File: src/source/lsu_pkg.sv
// shared widths for the load/store unit
// access size encoding and the decoded byte address view
`default_nettype none

package lsu_pkg;

  ////////////////////////////////////////
  // widths
  ////////////////////////////////////////

  // data bus and register width
  localparam int unsigned DataWidth   = 32;
  // one enable per byte lane
  localparam int unsigned BeWidth     = DataWidth / 8;
  // byte offset inside a word
  localparam int unsigned OffsetWidth = 2;

  ////////////////////////////////////////
  // access size
  ////////////////////////////////////////

  // 2'b11 is not a legal size and is never captured
  typedef enum logic [1:0] {
    LSU_WORD = 2'b00,
    LSU_HALF = 2'b01,
    LSU_BYTE = 2'b10
  } lsu_type_e;

  ////////////////////////////////////////
  // byte address, two views
  ////////////////////////////////////////

  // word index over byte offset
  typedef struct packed {
    logic [DataWidth-OffsetWidth-1:0] word_idx;
    logic [OffsetWidth-1:0]           offset;
  } lsu_addr_fields_t;

  // flat byte address, or split into word index and offset
  typedef union packed {
    logic [DataWidth-1:0] flat;
    lsu_addr_fields_t     fields;
  } lsu_addr_u;

endpackage

`default_nettype wire

File: src/source/lsu_wdata_align.sv
// byte enable generation for each access size and part
// write data rotation into lane position
`timescale 1ns/100ps
`default_nettype none

module lsu_wdata_align (
  input  lsu_pkg::lsu_type_e              type_i,
  input  logic [lsu_pkg::OffsetWidth-1:0] offset_i,
  input  logic                            second_part_i,
  input  logic [lsu_pkg::DataWidth-1:0]   wdata_i,
  output logic [lsu_pkg::BeWidth-1:0]     data_be_o,
  output logic [lsu_pkg::DataWidth-1:0]   data_wdata_o
);
  import lsu_pkg::*;

  // two copies side by side so a shift acts as a rotate
  logic [2*DataWidth-1:0] wdata_dbl;

  // first part enables start at the offset lane and run upward,
  // second part enables cover the bytes that spilled over
  always_comb begin
    unique case (type_i)
      LSU_WORD: begin
        if (!second_part_i) begin
          data_be_o = 4'b1111 << offset_i;
        end else begin
          // spilled bytes fill the low lanes, an aligned word has none
          data_be_o = 4'b1111 >> (3'd4 - offset_i);
        end
      end
      LSU_HALF: begin
        // only offset 3 reaches a second part, which holds the top byte
        data_be_o = second_part_i ? 4'b0001 : 4'b0011 << offset_i;
      end
      LSU_BYTE: data_be_o = 4'b0001 << offset_i;
      default:  data_be_o = 4'b1111;
    endcase
  end

  // rotate left by offset bytes, same lanes serve both parts
  assign wdata_dbl    = {wdata_i, wdata_i} << {offset_i, 3'b000};
  assign data_wdata_o = wdata_dbl[2*DataWidth-1:DataWidth];

  // an access with no enabled lane would write nothing
  be_nonzero_a: assert final (data_be_o != '0);

endmodule

`default_nettype wire

File: src/source/lsu_rdata_align.sv
// first part read data register for split loads
// word and half word realignment, byte extraction, sign extension
`timescale 1ns/100ps
`default_nettype none

module lsu_rdata_align (
  input  logic                            clk_i,
  input  logic                            rst_ni,
  input  logic                            rdata_capture_i,
  input  lsu_pkg::lsu_type_e              type_i,
  input  logic [lsu_pkg::OffsetWidth-1:0] offset_i,
  input  logic                            sign_ext_i,
  input  logic [lsu_pkg::DataWidth-1:0]   data_rdata_i,
  output logic [lsu_pkg::DataWidth-1:0]   lsu_rdata_o
);
  import lsu_pkg::*;

  // upper three bytes of the first word, the lowest byte is never needed
  logic [DataWidth-1:8] rdata_q;

  logic [DataWidth-1:0] word_val;
  logic [15:0]          half_val;
  logic [7:0]           byte_val;
  logic [DataWidth-1:0] half_ext;
  logic [DataWidth-1:0] byte_ext;

  ////////////////////////////////////////
  // first part capture
  ////////////////////////////////////////

  always_ff @(posedge clk_i) begin
    if (rdata_capture_i) begin
      rdata_q <= data_rdata_i[DataWidth-1:8];
    end
  end

  ////////////////////////////////////////
  // realignment
  ////////////////////////////////////////

  // unaligned words take the low bytes from the second response
  always_comb begin
    unique case (offset_i)
      2'b00: word_val = data_rdata_i;
      2'b01: word_val = {data_rdata_i[7:0], rdata_q[31:8]};
      2'b10: word_val = {data_rdata_i[15:0], rdata_q[31:16]};
      2'b11: word_val = {data_rdata_i[23:0], rdata_q[31:24]};
    endcase
  end

  // half word at offset 3 straddles both responses
  always_comb begin
    unique case (offset_i)
      2'b00: half_val = data_rdata_i[15:0];
      2'b01: half_val = data_rdata_i[23:8];
      2'b10: half_val = data_rdata_i[31:16];
      2'b11: half_val = {data_rdata_i[7:0], rdata_q[31:24]};
    endcase
  end

  // a byte always sits in a single response
  assign byte_val = data_rdata_i[{offset_i, 3'b000} +: 8];

  ////////////////////////////////////////
  // extension
  ////////////////////////////////////////

  // sign comes from the top bit of the extracted value
  assign half_ext = {{16{sign_ext_i & half_val[15]}}, half_val};
  assign byte_ext = {{24{sign_ext_i & byte_val[7]}}, byte_val};

  always_comb begin
    unique case (type_i)
      LSU_HALF: lsu_rdata_o = half_ext;
      LSU_BYTE: lsu_rdata_o = byte_ext;
      default:  lsu_rdata_o = word_val;
    endcase
  end

  // the captured bytes are picked by offset on the later response
  offset_known_a: assert property (@(posedge clk_i) disable iff (!rst_ni)
    rdata_capture_i |-> !$isunknown(offset_i));

endmodule

`default_nettype wire

File: src/source/lsu_ctrl_fsm.sv
// bus sequencing FSM for one load or store at a time
// request capture, split decision, last address and response pulses
`timescale 1ns/100ps
`default_nettype none

module lsu_ctrl_fsm (
  input  logic                             clk_i,
  input  logic                             rst_ni,
  // core side
  input  logic                             lsu_req_i,
  input  logic                             lsu_we_i,
  input  lsu_pkg::lsu_type_e               lsu_type_i,
  input  logic                             lsu_sign_ext_i,
  input  logic [lsu_pkg::DataWidth-1:0]    lsu_addr_i,
  input  logic [lsu_pkg::DataWidth-1:0]    lsu_wdata_i,
  output logic                             busy_o,
  // bus side
  output logic                             data_req_o,
  input  logic                             data_gnt_i,
  output logic [lsu_pkg::DataWidth-1:0]    data_addr_o,
  output logic                             data_we_o,
  input  logic                             data_rvalid_i,
  input  logic                             data_err_i,
  // to the align blocks
  output lsu_pkg::lsu_type_e               type_q_o,
  output logic [lsu_pkg::OffsetWidth-1:0]  offset_q_o,
  output logic                             sign_ext_q_o,
  output logic [lsu_pkg::DataWidth-1:0]    wdata_q_o,
  output logic                             second_part_o,
  output logic                             rdata_capture_o,
  // response and errors
  output logic                             lsu_resp_valid_o,
  output logic                             lsu_rdata_valid_o,
  output logic                             load_err_o,
  output logic                             store_err_o,
  output logic [lsu_pkg::DataWidth-1:0]    addr_last_o
);
  import lsu_pkg::*;

  typedef enum logic [2:0] {
    IDLE, REQ_FIRST, WAIT_FIRST, REQ_SECOND, WAIT_LAST
  } state_e;

  state_e                 state_q, state_d;
  lsu_addr_u              req_addr;
  lsu_addr_u              addr_q;
  logic [DataWidth-1:0]   next_word_addr;
  logic [DataWidth-1:0]   addr_last_q;
  logic [DataWidth-1:0]   wdata_q;
  logic [OffsetWidth-1:0] offset_q;
  lsu_type_e              type_q;
  logic                   we_q, sign_ext_q, split_q;
  logic                   split_req, accept, first_gnt, second_gnt, final_rsp;

  ////////////////////////////////////////
  // request decode
  ////////////////////////////////////////

  assign req_addr.flat = lsu_addr_i;
  assign accept        = (state_q == IDLE) & lsu_req_i;

  // words off a word boundary, or a half word in the top lane, need two accesses
  assign split_req = ((lsu_type_i == LSU_WORD) && (req_addr.fields.offset != 2'b00)) ||
                     ((lsu_type_i == LSU_HALF) && (req_addr.fields.offset == 2'b11));

  // second access goes to the following word, wrapping at the top
  assign next_word_addr = {addr_q.fields.word_idx + 1'b1, {OffsetWidth{1'b0}}};

  ////////////////////////////////////////
  // registers
  ////////////////////////////////////////

  always_ff @(posedge clk_i or negedge rst_ni) begin
    if (!rst_ni) begin
      state_q     <= IDLE;
      we_q        <= 1'b0;
      type_q      <= LSU_WORD;
      offset_q    <= '0;
      sign_ext_q  <= 1'b0;
      split_q     <= 1'b0;
      addr_last_q <= '0;
    end else begin
      state_q <= state_d;
      if (accept) begin
        we_q       <= lsu_we_i;
        type_q     <= lsu_type_i;
        offset_q   <= req_addr.fields.offset;
        sign_ext_q <= lsu_sign_ext_i;
        split_q    <= split_req;
      end
      // byte address on the first grant, next word on the second
      if (first_gnt) begin
        addr_last_q <= addr_q.flat;
      end else if (second_gnt) begin
        addr_last_q <= next_word_addr;
      end
    end
  end

  // address and store data held for the whole transaction
  always_ff @(posedge clk_i) begin
    if (accept) begin
      addr_q  <= req_addr;
      wdata_q <= lsu_wdata_i;
    end
  end

  ////////////////////////////////////////
  // FSM
  ////////////////////////////////////////

  always_comb begin
    state_d       = state_q;
    data_req_o    = 1'b0;
    second_part_o = 1'b0;
    unique case (state_q)
      IDLE: begin
        if (lsu_req_i) begin
          state_d = REQ_FIRST;
        end
      end
      REQ_FIRST: begin
        data_req_o = 1'b1;
        if (data_gnt_i) begin
          state_d = split_q ? WAIT_FIRST : WAIT_LAST;
        end
      end
      WAIT_FIRST: begin
        // an error here ends the transaction, second part skipped
        if (data_rvalid_i) begin
          state_d = data_err_i ? IDLE : REQ_SECOND;
        end
      end
      REQ_SECOND: begin
        data_req_o    = 1'b1;
        second_part_o = 1'b1;
        if (data_gnt_i) begin
          state_d = WAIT_LAST;
        end
      end
      WAIT_LAST: begin
        if (data_rvalid_i) begin
          state_d = IDLE;
        end
      end
      default: state_d = IDLE;
    endcase
  end

  assign first_gnt  = (state_q == REQ_FIRST) & data_gnt_i;
  assign second_gnt = (state_q == REQ_SECOND) & data_gnt_i;

  ////////////////////////////////////////
  // outputs
  ////////////////////////////////////////

  assign busy_o      = (state_q != IDLE);
  assign data_we_o   = we_q;
  assign data_addr_o = second_part_o ? next_word_addr
                                     : {addr_q.fields.word_idx, {OffsetWidth{1'b0}}};

  assign type_q_o     = type_q;
  assign offset_q_o   = offset_q;
  assign sign_ext_q_o = sign_ext_q;
  assign wdata_q_o    = wdata_q;

  // keep the first word of a clean split load
  assign rdata_capture_o = (state_q == WAIT_FIRST) & data_rvalid_i & ~data_err_i & ~we_q;

  // last response, or a first part that failed
  assign final_rsp = data_rvalid_i &
                     ((state_q == WAIT_LAST) | ((state_q == WAIT_FIRST) & data_err_i));

  assign lsu_resp_valid_o  = final_rsp;
  assign lsu_rdata_valid_o = final_rsp & ~we_q & ~data_err_i;
  assign load_err_o        = final_rsp & data_err_i & ~we_q;
  assign store_err_o       = final_rsp & data_err_i & we_q;
  assign addr_last_o       = addr_last_q;

  // bus only ever sees word aligned addresses
  addr_aligned_a: assert property (@(posedge clk_i) disable iff (!rst_ni)
    data_req_o |-> (data_addr_o[OffsetWidth-1:0] == '0));

  no_req_idle_a: assert property (@(posedge clk_i) disable iff (!rst_ni)
    (state_q == IDLE) |-> !data_req_o);

  type_legal_a: assert property (@(posedge clk_i) disable iff (!rst_ni)
    type_q inside {LSU_WORD, LSU_HALF, LSU_BYTE});

endmodule

`default_nettype wire

File: src/source/lsu_top.sv
// load/store unit top level
// connects the control FSM and both align blocks to core and bus
`timescale 1ns/100ps
`default_nettype none

module lsu_top (
  input  logic                           clk_i,
  input  logic                           rst_ni,
  // core side
  input  logic                           lsu_req_i,
  input  logic                           lsu_we_i,
  input  lsu_pkg::lsu_type_e             lsu_type_i,
  input  logic                           lsu_sign_ext_i,
  input  logic [lsu_pkg::DataWidth-1:0]  lsu_addr_i,
  input  logic [lsu_pkg::DataWidth-1:0]  lsu_wdata_i,
  output logic                           busy_o,
  output logic                           lsu_resp_valid_o,
  output logic                           lsu_rdata_valid_o,
  output logic [lsu_pkg::DataWidth-1:0]  lsu_rdata_o,
  output logic                           load_err_o,
  output logic                           store_err_o,
  output logic [lsu_pkg::DataWidth-1:0]  addr_last_o,
  // data bus
  output logic                           data_req_o,
  input  logic                           data_gnt_i,
  output logic [lsu_pkg::DataWidth-1:0]  data_addr_o,
  output logic                           data_we_o,
  output logic [lsu_pkg::BeWidth-1:0]    data_be_o,
  output logic [lsu_pkg::DataWidth-1:0]  data_wdata_o,
  input  logic                           data_rvalid_i,
  input  logic [lsu_pkg::DataWidth-1:0]  data_rdata_i,
  input  logic                           data_err_i
);
  import lsu_pkg::*;

  // registered request fields shared by both align blocks
  lsu_type_e              type_q;
  logic [OffsetWidth-1:0] offset_q;
  logic                   sign_ext_q;
  logic [DataWidth-1:0]   wdata_q;
  logic                   second_part;
  logic                   rdata_capture;

  lsu_ctrl_fsm lsu_ctrl_fsm_inst (
    .clk_i, .rst_ni,
    .lsu_req_i, .lsu_we_i, .lsu_type_i, .lsu_sign_ext_i, .lsu_addr_i, .lsu_wdata_i,
    .busy_o,
    .data_req_o, .data_gnt_i, .data_addr_o, .data_we_o, .data_rvalid_i, .data_err_i,
    .type_q_o        (type_q),
    .offset_q_o      (offset_q),
    .sign_ext_q_o    (sign_ext_q),
    .wdata_q_o       (wdata_q),
    .second_part_o   (second_part),
    .rdata_capture_o (rdata_capture),
    .lsu_resp_valid_o, .lsu_rdata_valid_o, .load_err_o, .store_err_o, .addr_last_o
  );

  // store path
  lsu_wdata_align lsu_wdata_align_inst (
    .type_i        (type_q),
    .offset_i      (offset_q),
    .second_part_i (second_part),
    .wdata_i       (wdata_q),
    .data_be_o,
    .data_wdata_o
  );

  // load path
  lsu_rdata_align lsu_rdata_align_inst (
    .clk_i, .rst_ni,
    .rdata_capture_i (rdata_capture),
    .type_i          (type_q),
    .offset_i        (offset_q),
    .sign_ext_i      (sign_ext_q),
    .data_rdata_i,
    .lsu_rdata_o
  );

endmodule

`default_nettype wire

File: config.mk
export PLATFORM = sky130hd
export DESIGN_NAME = lsu_top
export DESIGN_NICKNAME = d
export VERILOG_FILES = /design/src/source/lsu_pkg.sv /design/src/source/lsu_wdata_align.sv /design/src/source/lsu_rdata_align.sv /design/src/source/lsu_ctrl_fsm.sv /design/src/source/lsu_top.sv
export SDC_FILE = /design/constraint.sdc
export NUM_CORES = 1
export LEC_CHECK = 0
export ABC_AREA = 1
export ABC_CLOCK_PERIOD_IN_PS = 3400
export BUFFER_PORTS_ARGS = -buffer_cell sky130_fd_sc_hd__buf_2
export CORE_MARGIN = 10
export CORE_UTILIZATION = 45
export DETAILED_ROUTE_END_ITERATION = 10
export HOLD_SLACK_MARGIN = 0.12
export PLACE_DENSITY = 0.71
export REMOVE_ABC_BUFFERS = 1
export SLEW_MARGIN = 0
export SYNTH_ARGS = -nofsm -noshare
export SYNTH_HDL_FRONTEND = slang
export SYNTH_SLANG_ARGS = --single-unit
File: constraint.sdc
create_clock -name clk_i -period 3.4 [get_ports clk_i]
set_input_delay 0.34 -clock clk_i [delete_from_list [all_inputs] [get_ports clk_i]]
set_output_delay 0.34 -clock clk_i [all_outputs]
set_load 0.03 [all_outputs]
==> results of run 1 <==
==> synthesized netlist by cell type, drive strengths merged <==
library cell | number | area (um^2)
dfrtp | 42 | 1050
nor2 | 58 | 268
o211ai | 18 | 135
o21bai | 6 | 45.0
nor3 | 1 | 5.00
nand3 | 59 | 300
clkbuf | 28 | 105
buf | 31 | 166
conb | 1 | 3.75
edfxtp | 88 | 2640
o221ai | 15 | 131
xnor2 | 9 | 78.8
and2 | 1 | 6.26
o311ai | 1 | 8.76
a31oi | 6 | 37.5
o21ai | 92 | 460
nor4 | 1 | 6.26
nand3b | 1 | 7.51
mux2i | 32 | 320
ha | 13 | 163
o221a | 1 | 11.3
nand4 | 1 | 6.26
nand2 | 459 | 1750
inv | 113 | 424
xor2 | 3 | 26.3
a21oi | 52 | 260
a22o | 3 | 26.3
o22ai | 28 | 175
==> kinds of logic after synthesis <==
| logic type | share of synthesized area, % |
|---|---|
| compound gates | 15.0 |
| xor+xnor | 1.22 |
| fa+ha+maj | 1.89 |
| buf+inv | 8.07 |
| flops | 42.8 |
| mux | 3.72 |
| other cells | 0.0435 |
| simple gates | 27.3 |
==> state kept, by name (all words and copies together), names as in the netlist <==
signal and cells:
lsu_ctrl_fsm_inst.sign_ext_q_o 1, lsu_ctrl_fsm_inst.addr_last_o 32, lsu_ctrl_fsm_inst.data_we_o 1, lsu_rdata_align_inst.rdata_q 24, lsu_ctrl_fsm_inst.wdata_q_o 32, lsu_ctrl_fsm_inst.addr_q 32
lsu_ctrl_fsm_inst.state_q 3, lsu_ctrl_fsm_inst.type_q_o 2, lsu_ctrl_fsm_inst.split_q 1, lsu_ctrl_fsm_inst.offset_q_o 2
==> critical path, stage by stage (launching register included) <==
cell and delay [ps]:
dfrtp_1 640, inv_2 190, ha_1 250, inv_2 260
buf_4 350, nand2_1 100, nand2_1 60, nand2_1 50
a31oi_1 200, buf_2 230
==> repair_timing <==
action	in CTS	in global routing
setup buffers	0	0
hold endpoints to repair	87	0
hold buffers	63	0
==> final timing paths <==
kind,endpoint,slack (ps),cells past startpoint
max in group asynchronous,lsu_ctrl_fsm_inst.offset_q_o[0]$_DFFE_PN0P_,2090,2
setup / recovery,lsu_rdata_o[7],310,9
hold / removal,lsu_rdata_align_inst.rdata_q[8]$_DFFE_PP_,140,1
min in group asynchronous,lsu_ctrl_fsm_inst.addr_last_o[22]$_DFFE_PN0P_,630,2
setup reg to reg,lsu_ctrl_fsm_inst.wdata_q_o[17]$_DFFE_PP_,1140,4
hold reg to reg,lsu_ctrl_fsm_inst.addr_last_o[25]$_DFFE_PN0P_,480,2
==> stage by stage <==
stage	hold WS [ps]	cell area (um^2)	utilization, %	instances
floorplan	44.4	8350	-	1105
global placement	446	10000	53.5	1603
detailed placement	464	10000	53.5	1603
CTS	123	11300	60.0	1698
global route	126	11300	60.0	1700
finish	135	11300	60.0	1700
==> routing by layer <==
layer	global-route usage, %	routed length (um)	vias to the layer above
met5	0	0	-
met4	8.07	678	0
met3	5.40	2880	55
met2	39.4	14500	445
met1	28.8	11800	4200
li1	-	-	4438
==> power groups by stage <==
stage | Combinational [mW] | Sequential [mW] | Clock, mW
2_1_floorplan | 4.78 | 2.92 | 0
3_3_place_gp | 7.58 | 2.52 | 0
3_5_place_dp | 7.64 | 2.52 | 0
4_1_cts | 7.73 | 2.50 | 1.85
5_1_grt | 8.40 | 2.56 | 1.92
6_report | 7.75 | 2.51 | 1.83
==> final cells by class <==
cell class                      count  share of cell area (%)
Tap cell                          234                    2.60
Inverter                          113                    3.76
Timing Repair Buffer              327                    17.9
Antenna cell                        2                  0.0444
Clock buffer                       19                    4.02
Clock inverter                     13                    1.20
Multi-Input combinational cell    862                    37.7
Sequential cell                   130                    32.8
==> impl_results.md, run 1 <==
- Status: finished, final reports clean
- Multi-input combinational cell area: roughly 0.0042 mm^2
- Vias in the first global route: roughly 9000
- CTS tree: yes
- Setup ws final: just over 300 ps
- Pwr dens: ~1100 mW/mm^2
- Synthesis Warnings: 0
- #FFs+latches synth: 130
- GR Util All Layers: 23.4%
- Largest buffer count on any clock path: 2
- Avg Inst Size Synth: between 7 and 8 um^2
- Die area: between 0.02 and 0.03 mm^2
- Layout Skew: around 7.7 ps
- Worst Setup End Kind: primary output
- GP Congestion: between 0.9 and 1
- Global-route wire length before repair: 46700 um
- CTS H-tree depth: 4
- Crit path max fanout: 27
- Via count: around 9100
- Critical R2R Launch: lsu_ctrl_fsm_inst.state_q[1]$_DFFE_PN0P_
- Starting DRT DRC Count: between 900 and 1000
- Inserted Clock Buffers: 17
- Max Clk Rate: 324 MHz
- Register area share after synthesis: ~43%
- Unrepaired setup endpoints after global routing: false
- DR pass1 iterations: 5
- Final ANT Viol Nets: 0
- Final TNS setup: 0 ps
- Max-Slew Margin vs Limit: 33.2%
- Worst setup path startpoint: lsu_ctrl_fsm_inst.offset_q_o[1]$_DFFE_PN0P_
- Layout area overhead: 30.7%
- Initial core utilization: a little under half
- Most frequent standard cell in the layout excluding fill and tap cells: nand2_1
- # clock sinks: 130
- Sw Ratio: 54.7%
- Filler cell count: approximately 1700
- Pins Over Slew Limit: 0
- DP HPWL: 21000 um
- Gr ovfl total: 0
- Fin crit share: about nine tenths
- Fin nets: around 1600
- Total power: between 10 and 15 mW
- Row count: 50
- Buffers on Ports: about 240
- Dpl ws: roughly 810 ps
- Crit start category: register
- Die height: about 160 um
- Distinct cells, synth: 38
- Static Leak: 5.48 nW
- IO Pins: roughly 250
- Syn Inst Count: 1163
- Initial antenna violation count: 2
- Critical Path AT: between 2000 and 3000 ps
- Skew-Pair Late Insertion Delay: around 420 ps
- Sw power: roughly 6.6 mW
- Post_cts resized: 0
- Die span in x: between 150 and 200 um
- CP Class: reg2out
- Clk network pwr share: between 10% and 20%
- Final setup vio count: 0
- Power share of the sequential group: about a fifth
- Req. time, crit path: between 3000 and 4000 ps
- Mapped cell area: around 0.0086 mm^2
- Routed len/inst: roughly 18 um
- Fin crit period: just over 3000 ps
- Hold Path Class: in2reg
- Gate power share: 64.1%
- Via density: around 5.4
- Core ar.: around 0.019 mm^2
- Largest net degree at the start of global routing: between 50 and 60
- Final WL: roughly 30000 um
- Drc violations: 0
- Share of cells above drive strength 1: 22.4%
- Fin. Hold Viols: 0
- Most frequent cells in the layout: 450 x nand2_1, 242 x buf_2, 105 x inv_1, 88 x edfxtp_1, 78 x o21ai_0
- Clock transition at path regs: around 60 ps
- VDD IR max: around 0.54 mV
- Int Pwr: between 5 and 6 mW
- Slew @ Worst Pin: 1000 ps
- CTS root buffer: clkbuf_16
- Register area: between 0.003 and 0.004 mm^2
- Max Cap Violations: 0
- Worst min-delay path startpoint: data_rdata_i[8]
Power figures use the tool's default switching activity.
==> run 2, diff against run 1 <==
--- a/config.mk
+++ b/config.mk
@@ -17,4 +17,5 @@
 export SLEW_MARGIN = 0
 export SYNTH_ARGS = -nofsm -noshare
 export SYNTH_HDL_FRONTEND = slang
+export SYNTH_HIERARCHICAL = 1
 export SYNTH_SLANG_ARGS = --single-unit
==> run 2 against run 1 <==
First-iteration DRC count is 12% lower. Critical path depth is 1 lower. Routed wire length is 2.2% lower. Critical path type unchanged. Critical endpoint is now lsu_rdata_o[6]. Largest power group unchanged.
==> impl_results.md, run 2 <==
- Max Clk Rate: roughly 320 MHz
- Fin. Hold Viols: 0
- Avg Inst Size Synth: approximately 7 um^2
- Fin nets: between 1500 and 2000
- Fin util: approximately three fifths
- Fin crit share: 93.1%
- GP Congestion: between 0.9 and 1
- Fin crit period: 3160 ps
- Final setup vio count: 0
- Status: finished, final reports clean
- Syn Inst Count: between 1000 and 1500
- Post_cts resized: 0
- Starting DRT DRC Count: 801
- Buf+Inv Stages, Crit Path: 3
- Critical Path AT: roughly 2800 ps
- Share of the synthesized area in the top cell type: between 30% and 40%
- Share of cells above drive strength 1: 20.9%
- Layout Skew: between 8 and 9 ps
- Die height: approximately 160 um
- Die area: ~0.025 mm^2
- Worst Setup End Kind: primary output
- Cells after DPL: 1713
- Crit path max fanout: 34
- Antenna Cells: 0
- DR pass1 iterations: 6
- Core ar.: 0.0188 mm^2
- Layout area overhead: 29.9%
- Skew-Pair Late Insertion Delay: about 420 ps
- DP HPWL: ~20000 um
- Clk network pwr share: roughly 16%
- Top post-synthesis cells by area: edfxtp_1 31%, nand2_1 28%, dfrtp_1 12%, nand3_1 4.0%, inv_1 3.9%
- CTS root buffer: clkbuf_16
- Most frequent cells in the layout: 643 x nand2_1, 242 x buf_2, 89 x inv_1, 88 x edfxtp_1, 69 x nand3_1
- Max Cap Violations: 0
- Pins Over Slew Limit: 0
- CP max-delay cell: dfrtp_2
- Largest stage delay, worst path: about 770 ps
- Final cell count without fillers: around 1800
- Via density: ~5.1
- Met2 WL: 13600 um
- Vias in the first global route: ~9000
- Power share of the sequential group: 22.5%
- EDFF count, synth: 88
- Register area share after synthesis: about 43%
- Initial core utilization: a little under half
- Yosys top cell by area: edfxtp_1
- Routed len/inst: around 16 um
- Max-Slew Margin vs Limit: between 40 and 50%
- Met3 Wirelength: between 2000 and 3000 um
- Met1 wire length: roughly 12000 um
- Initial antenna violation count: 0
- Drc violations: 0
- Final WL: about 29000 um
- Buffers on Ports: 242
- Fraction of registers with async set/reset: ~32%
- Int Pwr: 5.22 mW
- Via count: ~9200
- Row count: 50
- Clock transition at path regs: around 50 ps
- DR top layer: met4
- Sw Ratio: a little over half
- Mapped cell area: 0.00866 mm^2
- Main synth FF type: edfxtp_1
- Distinct cells, synth: 39
- Pwr dens: around 1000 mW/mm^2
- Static Leak: 5.81 nW
- VDD IR max: 0.603 mV
- Global-route wire length before repair: approximately 47000 um
- CP Class: reg2out
- Total power: 11.4 mW
- CTS tree: yes
- CTS H-tree depth: 4
- Req. time, crit path: 3060 ps
- CP top delay family: flip-flops
- Gr ovfl total: 0
- Crit start category: register
- Count leader, synth: nand2_1
- Largest buffer count on any clock path: 2
- GR Util All Layers: roughly 23%
- Most Frequent Cell on Critical Path: nand2_1
- Synthesis Warnings: 6
- Hold Path Class: in2reg
- Die span in x: around 160 um
- Gate power share: 61.2%
- Most frequent standard cell in the layout excluding fill and tap cells: nand2_1
- Commonest cells post-synth: 643 x nand2_1, 90 x inv_1, 88 x edfxtp_1
- IO Pins: approximately 250
- Inserted Clock Buffers: 17
- Unrepaired setup endpoints after global routing: false
- Sw power: 6.22 mW
- Largest net degree at the start of global routing: 47
- Worst-path cell chain: inv_2 -> nand2_1 -> inv_2 -> nand2_1 -> o211ai_1 -> o21ai_0 -> nand2_1 -> buf_2
- #FFs+latches synth: 130
- # clock sinks: 130
- Final ANT Viol Nets: 0
- Slew @ Worst Pin: roughly 750 ps
-- run 2: cell types whose count changed after synthesis, sizes merged, moves of 12 or more --
cell / previous run / this run
a21oi: 52 / 11
o21ai: 92 / 64
nand4: 1 / 13
o221ai: 15 / 3
nand2: 459 / 656
inv: 113 / 99
o211ai: 18 / 6
clkbuf: 28 / 15
nor2: 58 / 76
o22ai: 28 / 3
mux2i: 32 / 0
-- run 2: metrics by stage --
step | TNS, ps | hold WS (ps) | worst slack, ps | cell area (um^2)
final | 0 | 138 | 235 | 11200
after global routing | 0 | 127 | 18.9 | 11200
after CTS | 0 | 120 | 302 | 11200
after detailed placement | 0 | 413 | 747 | 10000
after global placement | 0 | 408 | 769 | 10000
after floorplan | -10810 | 44.4 | -373 | 8360
-- run 2: logic make-up (layout without fill, tap and decap cells) --
family	Yosys count	after routing	share of synthesized area (%)
compound gates	109	109	7.50
xor+xnor	15	15	1.52
fa+ha+maj	10	10	1.45
buf+inv	154	451	7.98
flops	130	130	42.7
other cells	1	2	0.0433
simple gates	830	830	38.9
-- run 2: power by group through the flow --
stage	logic [mW]	registers, mW	clock network, mW
detailed placement	6.92	2.59	0
global placement	6.87	2.58	0
finish	7.00	2.58	1.86
floorplan	4.32	2.96	0
global route	7.66	2.63	1.97
CTS	7.00	2.57	1.89
-- run 2: layout make-up --
class,count,area (um^2)
Clock buffer,23,510
Clock inverter,9,91.3
Fill cell,1695,7580
Inverter,101,387
Multi-Input combinational cell,966,4290
Sequential cell,130,3700
Tap cell,260,325
Timing Repair Buffer,318,1950
-- run 2: worst register-to-register path, delay by kind of cell, from the launching register on --
kind	cells	cell delay (ps)
AOI/OAI and AO/OA	1	340
buffers and inverters	3	350
DFF	1	390
and+or+nand+nor	4	1040
-- run 2: timing repair --
action	4_1_cts	5_1_grt
hold buffers	62	0
hold endpoints to repair	85	0
setup buffers	0	0
-- run 2: final timing paths --
kind / startpoint / to / slack [ps] / cells past startpoint
worst min-delay path: lsu_addr_i[15] / lsu_ctrl_fsm_inst/addr_q[15]$_DFFE_PP_ / 140 / 1
worst max register to register: lsu_ctrl_fsm_inst/state_q[0]$_DFFE_PN0P_ / lsu_ctrl_fsm_inst/addr_last_o[28]$_DFFE_PN0P_ / 1220 / 8
min in group asynchronous: rst_ni / lsu_ctrl_fsm_inst/addr_last_o[28]$_DFFE_PN0P_ / 510 / 2
worst max-delay path: lsu_ctrl_fsm_inst/offset_q_o[0]$_DFFE_PN0P_ / lsu_rdata_o[6] / 240 / 8
worst min register to register: lsu_ctrl_fsm_inst/addr_q[1]$_DFFE_PP_ / lsu_ctrl_fsm_inst/addr_last_o[1]$_DFFE_PN0P_ / 470 / 1
max in group asynchronous: rst_ni / lsu_ctrl_fsm_inst/data_we_o$_DFFE_PN0P_ / 2170 / 3
-- run 2: routing by layer --
metal  vias up  GRT usage, %
met5         -             0
met4         0          8.72
met3        49          5.19
met2       438          36.5
met1      4196          28.8
li1       4550             -
